==> src/include/componentCount_params.svh <==
`ifndef COMPONENT_COUNT_PARAMS_SVH
`define COMPONENT_COUNT_PARAMS_SVH

// Graph size with one bit per node in a chain
`define GRAPH_WIDTH 64

// Enough for the alternating pattern, which has GRAPH_WIDTH/2 components
`define COUNT_WIDTH 6
`define TAG_WIDTH 10

// Pipeline depths in clock cycles
`define FINDER_LATENCY 2
`define EXPLORER_LATENCY 3
`define STAGE_LATENCY 7

// One full trip of a slot around the ring
`define RING_PERIOD 16

`endif
==> src/verilog/componentCountPkg.sv <==
`include "componentCount_params.svh"

package componentCountPkg;

    // Node mask where a set bit i means node i is present
    typedef logic [`GRAPH_WIDTH-1:0] graphT;

    // Number of components found so far in a slot
    typedef logic [`COUNT_WIDTH-1:0] countT;

    // Caller's label carried unchanged around the ring
    typedef logic [`TAG_WIDTH-1:0] tagT;

endpackage

==> src/verilog/componentCountCore.sv <==
`include "componentCount_params.svh"

module componentCountCore
    import componentCountPkg::*;
#(
    // Cycles from request to graph data with a minimum of 1
    parameter int DATA_IN_LATENCY = 1
) (
    input  logic  clk,
    input  logic  reset,
    output logic  request,
    input  graphT graphIn,
    input  logic  graphValid,
    input  tagT   tagIn,
    output logic  done,
    output countT countOut,
    output tagT   tagOut
);
    localparam int LOOP_DELAY = `RING_PERIOD - `STAGE_LATENCY;

    logic runEndIn;
    logic validLoopIn;
    graphT leftoverIn;
    countT countIn;
    tagT tagLoopIn;
    logic runEndOut;
    logic validLoopOut;
    graphT leftoverOut;
    countT countLoopOut;
    tagT tagLoopOut;

    logic [1:0] controlTap;
    logic [1:0] controlIn;

    componentCountStage i_componentCountStage (
        .clk(clk),
        .graphIn(graphIn),
        .graphValid(graphValid),
        .tagIn(tagIn),
        .runEndIn(runEndIn),
        .leftoverIn(leftoverIn),
        .countIn(countIn),
        .tagLoopIn(tagLoopIn),
        .validLoopIn(validLoopIn),
        .runEndOut(runEndOut),
        .leftoverOut(leftoverOut),
        .countOut(countLoopOut),
        .tagLoopOut(tagLoopOut),
        .validLoopOut(validLoopOut),
        .done(done),
        .resultCount(countOut),
        .resultTag(tagOut)
    );

    // Control line is split so request leads the stage input by DATA_IN_LATENCY
    loopDelay #(
        .CYCLES(LOOP_DELAY - DATA_IN_LATENCY),
        .WIDTH(2),
        .RESET_VALUE(2'b10)
    ) i_controlHeadDelay (
        .clk(clk),
        .reset(reset),
        .dataIn({runEndOut, validLoopOut}),
        .dataOut(controlTap)
    );

    loopDelay #(
        .CYCLES(DATA_IN_LATENCY),
        .WIDTH(2),
        .RESET_VALUE(2'b10)
    ) i_controlTailDelay (
        .clk(clk),
        .reset(reset),
        .dataIn(controlTap),
        .dataOut(controlIn)
    );

    assign request = controlTap[1];
    assign runEndIn = controlIn[1];
    assign validLoopIn = controlIn[0];

    loopDelay #(
        .CYCLES(LOOP_DELAY),
        .WIDTH(`GRAPH_WIDTH)
    ) i_leftoverDelay (
        .clk(clk),
        .reset(reset),
        .dataIn(leftoverOut),
        .dataOut(leftoverIn)
    );

    loopDelay #(
        .CYCLES(LOOP_DELAY),
        .WIDTH(`COUNT_WIDTH + `TAG_WIDTH)
    ) i_countTagDelay (
        .clk(clk),
        .reset(reset),
        .dataIn({countLoopOut, tagLoopOut}),
        .dataOut({countIn, tagLoopIn})
    );

endmodule

==> src/verilog/componentCountStage.sv <==
`include "componentCount_params.svh"

module componentCountStage
    import componentCountPkg::*;
(
    input  logic  clk,
    input  graphT graphIn,
    input  logic  graphValid,
    input  tagT   tagIn,
    input  logic  runEndIn,
    input  graphT leftoverIn,
    input  countT countIn,
    input  tagT   tagLoopIn,
    input  logic  validLoopIn,
    output logic  runEndOut,
    output graphT leftoverOut,
    output countT countOut,
    output tagT   tagLoopOut,
    output logic  validLoopOut,
    output logic  done,
    output countT resultCount,
    output tagT   resultTag
);
    // Cycle at which the seed leaves the finder, and the reduced graph the explorer
    localparam int SEED_AT = 1 + `FINDER_LATENCY;
    localparam int REDUCED_AT = SEED_AT + `EXPLORER_LATENCY;

    graphT graphR [1:SEED_AT];
    countT countR [1:REDUCED_AT];
    tagT tagR [1:REDUCED_AT];
    logic validR [1:REDUCED_AT];
    logic incR [SEED_AT+1:REDUCED_AT];

    graphT seed;
    logic isEmpty;
    graphT reduced;

    firstBitFinder i_firstBitFinder (
        .clk(clk),
        .graphIn(graphR[1]),
        .firstBit(seed),
        .isEmpty(isEmpty)
    );

    // Component mask is not needed here, only what is left behind
    runExplorer i_runExplorer (
        .clk(clk),
        .seed(seed),
        .leftover(graphR[SEED_AT]),
        .extended(),
        .reduced(reduced)
    );

    always_ff @(posedge clk) begin
        // A free slot takes the new graph with a fresh count
        graphR[1] <= runEndIn ? (graphValid ? graphIn : '0) : leftoverIn;
        countR[1] <= runEndIn ? '0 : countIn;
        tagR[1] <= runEndIn ? tagIn : tagLoopIn;
        validR[1] <= runEndIn ? graphValid : validLoopIn;

        for (int i = 2; i <= SEED_AT; i++) begin
            graphR[i] <= graphR[i-1];
        end
        for (int i = 2; i <= REDUCED_AT; i++) begin
            countR[i] <= countR[i-1];
            tagR[i] <= tagR[i-1];
            validR[i] <= validR[i-1];
        end

        // Each pass with a seed finishes exactly one component
        incR[SEED_AT+1] <= !isEmpty;
        for (int i = SEED_AT + 2; i <= REDUCED_AT; i++) begin
            incR[i] <= incR[i-1];
        end

        runEndOut <= (reduced == '0);
        leftoverOut <= reduced;
        countOut <= countR[REDUCED_AT] + countT'(incR[REDUCED_AT]);
        tagLoopOut <= tagR[REDUCED_AT];
        validLoopOut <= validR[REDUCED_AT];
    end

    // A finished slot coming round reports the count it carried
    always_ff @(posedge clk) begin
        done <= runEndIn && validLoopIn;
        resultCount <= countIn;
        resultTag <= tagLoopIn;
    end

endmodule

==> src/verilog/loopDelay.sv <==
module loopDelay #(
    parameter int CYCLES = 1,
    parameter int WIDTH = 1,
    parameter logic [WIDTH-1:0] RESET_VALUE = '0
) (
    input  logic             clk,
    input  logic             reset,
    input  logic [WIDTH-1:0] dataIn,
    output logic [WIDTH-1:0] dataOut
);
    logic [WIDTH-1:0] taps [CYCLES];

    always_ff @(posedge clk) begin
        if (reset) begin
            // Every slot in the line comes out of reset with the same value
            for (int i = 0; i < CYCLES; i++) begin
                taps[i] <= RESET_VALUE;
            end
        end else begin
            taps[0] <= dataIn;
            for (int i = 1; i < CYCLES; i++) begin
                taps[i] <= taps[i-1];
            end
        end
    end

    assign dataOut = taps[CYCLES-1];

endmodule

==> src/verilog/runExplorer.sv <==
`include "componentCount_params.svh"

module runExplorer
    import componentCountPkg::*;
(
    input  logic  clk,
    input  graphT seed,
    input  graphT leftover,
    output graphT extended,
    output graphT reduced
);
    // In one doubling step a node joins when it is set and the node s away is reached
    function automatic graphT spread(graphT g, graphT p, int unsigned s, logic up);
        graphT shifted;
        shifted = up ? (g << s) : (g >> s);
        return g | (p & shifted);
    endfunction

    // Nodes whose whole span of length 2s towards the seed side is set
    function automatic graphT spanMask(graphT p, int unsigned s, logic up);
        graphT shifted;
        shifted = up ? (p << s) : (p >> s);
        return p & shifted;
    endfunction

    graphT upG1;
    graphT upP1;
    graphT downG1;
    graphT downP1;
    graphT leftover1;
    graphT upG2;
    graphT upP2;
    graphT downG2;
    graphT downP2;
    graphT leftover2;
    graphT component;

    // Steps 1 and 2
    always_ff @(posedge clk) begin
        upG1 <= spread(spread(seed, leftover, 1, 1'b1), spanMask(leftover, 1, 1'b1), 2, 1'b1);
        upP1 <= spanMask(spanMask(leftover, 1, 1'b1), 2, 1'b1);
        downG1 <= spread(spread(seed, leftover, 1, 1'b0), spanMask(leftover, 1, 1'b0), 2, 1'b0);
        downP1 <= spanMask(spanMask(leftover, 1, 1'b0), 2, 1'b0);
        leftover1 <= leftover;
    end

    // Steps 4 and 8
    always_ff @(posedge clk) begin
        upG2 <= spread(spread(upG1, upP1, 4, 1'b1), spanMask(upP1, 4, 1'b1), 8, 1'b1);
        upP2 <= spanMask(spanMask(upP1, 4, 1'b1), 8, 1'b1);
        downG2 <= spread(spread(downG1, downP1, 4, 1'b0), spanMask(downP1, 4, 1'b0), 8, 1'b0);
        downP2 <= spanMask(spanMask(downP1, 4, 1'b0), 8, 1'b0);
        leftover2 <= leftover1;
    end

    // Steps 16 and 32 reach across the whole chain
    always_comb begin
        component = spread(spread(upG2, upP2, 16, 1'b1), spanMask(upP2, 16, 1'b1), 32, 1'b1)
            | spread(spread(downG2, downP2, 16, 1'b0), spanMask(downP2, 16, 1'b0), 32, 1'b0);
    end

    always_ff @(posedge clk) begin
        extended <= component;
        reduced <= leftover2 & ~component;
    end

endmodule

==> src/verilog/firstBitFinder.sv <==
`include "componentCount_params.svh"

module firstBitFinder
    import componentCountPkg::*;
(
    input  logic  clk,
    input  graphT graphIn,
    output graphT firstBit,
    output logic  isEmpty
);
    localparam int GROUPS4 = `GRAPH_WIDTH / 4;
    localparam int GROUPS16 = GROUPS4 / 4;

    logic [GROUPS4-1:0] hasBit4;
    logic [GROUPS4-1:0] hasBit4D;
    logic [GROUPS16-1:0] hasBit16;
    graphT graphD1;
    graphT graphD2;

    // Set while nothing below this point holds a set bit
    logic [GROUPS16:0] clear16;
    logic [GROUPS4-1:0] clear4;
    graphT clearBit;

    always_ff @(posedge clk) begin
        for (int j = 0; j < GROUPS4; j++) begin
            hasBit4[j] <= |graphIn[4*j +: 4];
        end
        graphD1 <= graphIn;
        for (int k = 0; k < GROUPS16; k++) begin
            hasBit16[k] <= |hasBit4[4*k +: 4];
        end
        hasBit4D <= hasBit4;
        graphD2 <= graphD1;
    end

    // Prefix across the 16-node groups, then inside each group down to single bits
    always_comb begin
        clear16[0] = 1'b1;
        for (int k = 0; k < GROUPS16; k++) begin
            clear16[k+1] = clear16[k] & ~hasBit16[k];
        end
        for (int j = 0; j < GROUPS4; j++) begin
            if (j % 4 == 0) begin
                clear4[j] = clear16[j/4];
            end else begin
                clear4[j] = clear4[j-1] & ~hasBit4D[j-1];
            end
        end
        for (int n = 0; n < `GRAPH_WIDTH; n++) begin
            if (n % 4 == 0) begin
                clearBit[n] = clear4[n/4];
            end else begin
                clearBit[n] = clearBit[n-1] & ~graphD2[n-1];
            end
        end
    end

    assign firstBit = clearBit & graphD2;
    assign isEmpty = clear16[GROUPS16];

endmodule

==> config.mk <==
export PLATFORM = sky130hd
export DESIGN_NAME = componentCountCore
export DESIGN_NICKNAME = d
export VERILOG_FILES = /design/src/verilog/componentCountPkg.sv /design/src/verilog/componentCountCore.sv /design/src/verilog/componentCountStage.sv /design/src/verilog/loopDelay.sv /design/src/verilog/runExplorer.sv /design/src/verilog/firstBitFinder.sv
export VERILOG_INCLUDE_DIRS = /design/src /design/src/include
export SDC_FILE = /design/constraint.sdc
export NUM_CORES = 2
export LEC_CHECK = 0
export ABC_CLOCK_PERIOD_IN_PS = 3200
export CELL_PAD_IN_SITES_DETAIL_PLACEMENT = 1
export CELL_PAD_IN_SITES_GLOBAL_PLACEMENT = 1
export CORE_MARGIN = 4
export CORE_UTILIZATION = 40
export DETAILED_ROUTE_END_ITERATION = 10
export DONT_BUFFER_PORTS = 1
export GPL_TIMING_DRIVEN = 0
export PLACE_DENSITY_LB_ADDON = 0.1
export SETUP_SLACK_MARGIN = 0.5
export SYNTH_ARGS = -nofsm -noshare
export SYNTH_HDL_FRONTEND = slang
export SYNTH_SLANG_ARGS = --single-unit
export TNS_END_PERCENT = 20
==> constraint.sdc <==
create_clock -name clk -period 3.2 [get_ports clk]
set_input_delay 0 -clock clk [delete_from_list [all_inputs] [get_ports clk]]
set_output_delay 0 -clock clk [all_outputs]
set_load 0.02 [all_outputs]
==> flow_metrics.tcl <==
set metrics [dict create \
    cts_setup_buffers 0 \
    layout-drive-gt1-share_pct 7.95 \
    total_power_w 0.0441 \
    clk_pin_slew_ns 0.06 \
    vias_per_cell 4.55 \
    synth_commonest_cells "dfxtp_1, nor2b_1, nand2_1, nor2_1, a21oi_1" \
    slew_viol_final 0 \
    power_leakage_nw 22.3 \
    grt_pass1_vias 27800 \
    fin_crit_ns 2.68 \
    setup_tns_ns 0 \
    max_freq_mhz 373 \
    grt_start_max_net_pins 17 \
    max_slew_margin_pct 20.9 \
    multiInputGateArea_um2 11100 \
    h-tree-depth 4 \
    synth_top_area_share_pct 73.8 \
    hold_path_class "in2reg" \
    async_reset_ff_share_pct 0 \
    core_um2 116000 \
    grt-ovfl-total 0 \
    cts_sinks 1718 \
    rsz0062_at_grt "yes" \
    grt_usage_pct 19.6 \
    cts_made_buffers 168 \
    gp_congestion 0.848 \
    place_ws_ns -0.359 \
    tightest_slew_ns 1.18 \
    finalNonFillerCells 5860 \
    die_w_um 349 \
    synth_area_leaders "dfxtp_1, nor2b_1, a21o_1" \
    syn-num-nets 3972 \
    min_path_cells 3 \
    post-route-drc-count 0 \
    vias 26600 \
    setup_violations 0 \
    post_drt_wl_per_cell_um 20.4 \
    synthFlopType "dfxtp_1" \
    start_util_pct 40.2 \
    synth-seq-cells 1718 \
    nNetsFinal 4261 \
    fillerInstances 12000 \
    antenna_left 0 \
    cts_max_path_buffers 3 \
    power.density_nw_per_um2 790 \
    worstPathRequired_ns 3.73 \
    antenna_found_initial 19 \
    ys_seq_area_share_pct 73.8 \
    irDropWorstVdd_v 0.000496 \
    die_h_um 349 \
    synth_area_um2 46600 \
    pin_count 95 \
    synth_edf_count 0 \
    cts_tree "done" \
    dieArea_um2 122000 \
    num_rows 125 \
    fin_util_pct 48.2 \
    dp_hpwl_mm 87.5 \
    status "finished, final reports clean" \
    cts-root-buf "clkbuf_16" \
    path_class "reg2reg" \
    endpoint_kind "flip-flop" \
    synth_cell_types 61 \
    ff_latch_area_um2 34400 \
    syn-mean-instance-area_um2 12.0 \
    critPathLaunchType "flip-flop" \
    area_growth_pct 19.7 \
    dr.pass1.iters 4 \
    yosys_warnings 0 \
    drtIter0Drc 1327 \
    setup_ws_ns 0.517 \
    syn_inst 3893 \
    yosysMostFrequentCell "dfxtp_1" \
    worstPathMaxFanout 11 \
    wl_mm 119 \
    r2r_cells 6 \
    yosysTopAreaCell "dfxtp_1" \
    hold_viol 0 \
    skew_ns 0.0146 \
    worstPathArrival_ns 3.22 \
    finalCritPeriodShare_pct 83.9 \
    drv_cap 0 \
    port_buffers 0 \
    dp.cells 5417 \
    clk_latency_ns 0.74 \
    grt_pass1_wl_mm 176 \
]
-- what timing repair did --
action	4_1_cts	5_1_grt
hold buffers	119	0
endpoints found under the setup margin	60	3
endpoints found under the hold margin	83	0
gates cloned	0	0
resized for setup	5	3
-- per-layer routing --
metal,up-vias,GRT usage [%],part of all wire (%)
met1,12900,25.9,46
met4,0,5.57,2.1
met2,465,33.1,48
li1,13100,-,-
met3,147,3.51,4.0
met5,-,0,0
-- per-stage QoR --
stage | hold slack, ns | area (µm²)
after floorplan | 0.109 | 46600
after global placement | 0.116 | 48500
after detailed placement | 0.120 | 48500
after CTS | 0.00342 | 55800
after global routing | 0.0410 | 55800
final | 0.0643 | 55800
-- placed cells by master (no fill, tap or decap), types with 33 or more instances in the layout --
cell	Yosys	layout
dfxtp_1	1718	1717
nor2b_1	742	742
nand2_1	208	208
clkbuf_16	0	175
nor2_1	163	163
a21oi_1	157	157
inv_1	153	153
clkbuf_1	125	143
dlygate4sd3_1	0	119
a21o_1	111	111
o21ai_0	108	107
o21bai_1	74	74
clkbuf_8	0	43
clkinv_2	0	38
and3_1	33	33
nor3_1	33	33
-- sequential cells by signal (all words and copies together) (netlist names), 12 cells and up --
name	count
i_componentCountStage.i_runExplorer.upG2	63
i_componentCountStage.i_runExplorer.leftover1	64
i_componentCountStage.i_runExplorer.downP1	60
i_leftoverDelay.taps	576
i_componentCountStage.i_runExplorer.downG2	63
i_componentCountStage.leftoverOut	64
i_countTagDelay.taps	144
i_componentCountStage.i_firstBitFinder.graphD1	63
i_componentCountStage.graphR	65
i_componentCountStage.tagR	60
i_componentCountStage.i_runExplorer.reduced	64
i_componentCountStage.i_firstBitFinder.graphD2	64
i_componentCountStage.i_runExplorer.upG1	63
i_componentCountStage.i_runExplorer.leftover2	64
i_componentCountStage.i_firstBitFinder.hasBit4D	12
i_componentCountStage.countR	36
i_componentCountStage.i_runExplorer.downG1	63
i_componentCountStage.i_firstBitFinder.hasBit4	16
i_componentCountStage.i_runExplorer.downP2	48
i_controlHeadDelay.taps	16
-- area by class of cell --
type | count | area share [%]
buffer | 136 | 0.975
sequential | 1718 | 61.6
tap | 1524 | 3.42
clock inverter | 76 | 1.83
timing repair buffer | 119 | 2.13
multi-input combinational | 1886 | 19.9
clock buffer | 239 | 9.04
antenna | 9 | 0.0403
inverter | 153 | 1.03
-- cells by family after synthesis --
kind of cell,share of synthesized area [%]
mux,0.266
compound gates,7.38
simple gates,16.1
other cells,0.00804
xor+xnor,0.0751
fa+ha+maj,0.0537
flops,73.8
buf+inv,2.38
-- where the power goes --
| part | switching, W | internal (W) | total (W) |
|---|---|---|---|
| clock | 0.00816 | 0.0129 | 0.0210 |
| combinational | 0.000517 | 0.000316 | 0.000833 |
| sequential | 0.000333 | 0.0219 | 0.0223 |
-- worst max-delay path, cell delays in order, from the launching register on --
cell      delay [ns]
dfxtp_2         0.53
buf_4           0.38
and2_1          0.17
buf_2           0.39
clkbuf_2        0.44
nand2_1         0.11
o21ai_0         0.41
-- final timing paths --
check	startpoint	to	slack (ns)
setup / recovery	i_controlTailDelay.taps[0][1]$_SDFF_PP1_	i_componentCountStage.graphR[0][106]$_DFF_P_	0.52
hold / removal	graphIn[4]	i_componentCountStage.graphR[0][68]$_DFF_P_	0.06
setup reg to reg	i_controlTailDelay.taps[0][1]$_SDFF_PP1_	i_componentCountStage.graphR[0][106]$_DFF_P_	0.52
hold reg to reg	i_componentCountStage.i_runExplorer.leftover1[33]$_DFF_P_	i_componentCountStage.i_runExplorer.leftover2[33]$_DFF_P_	0.32
Power figures use the tool's default switching activity.
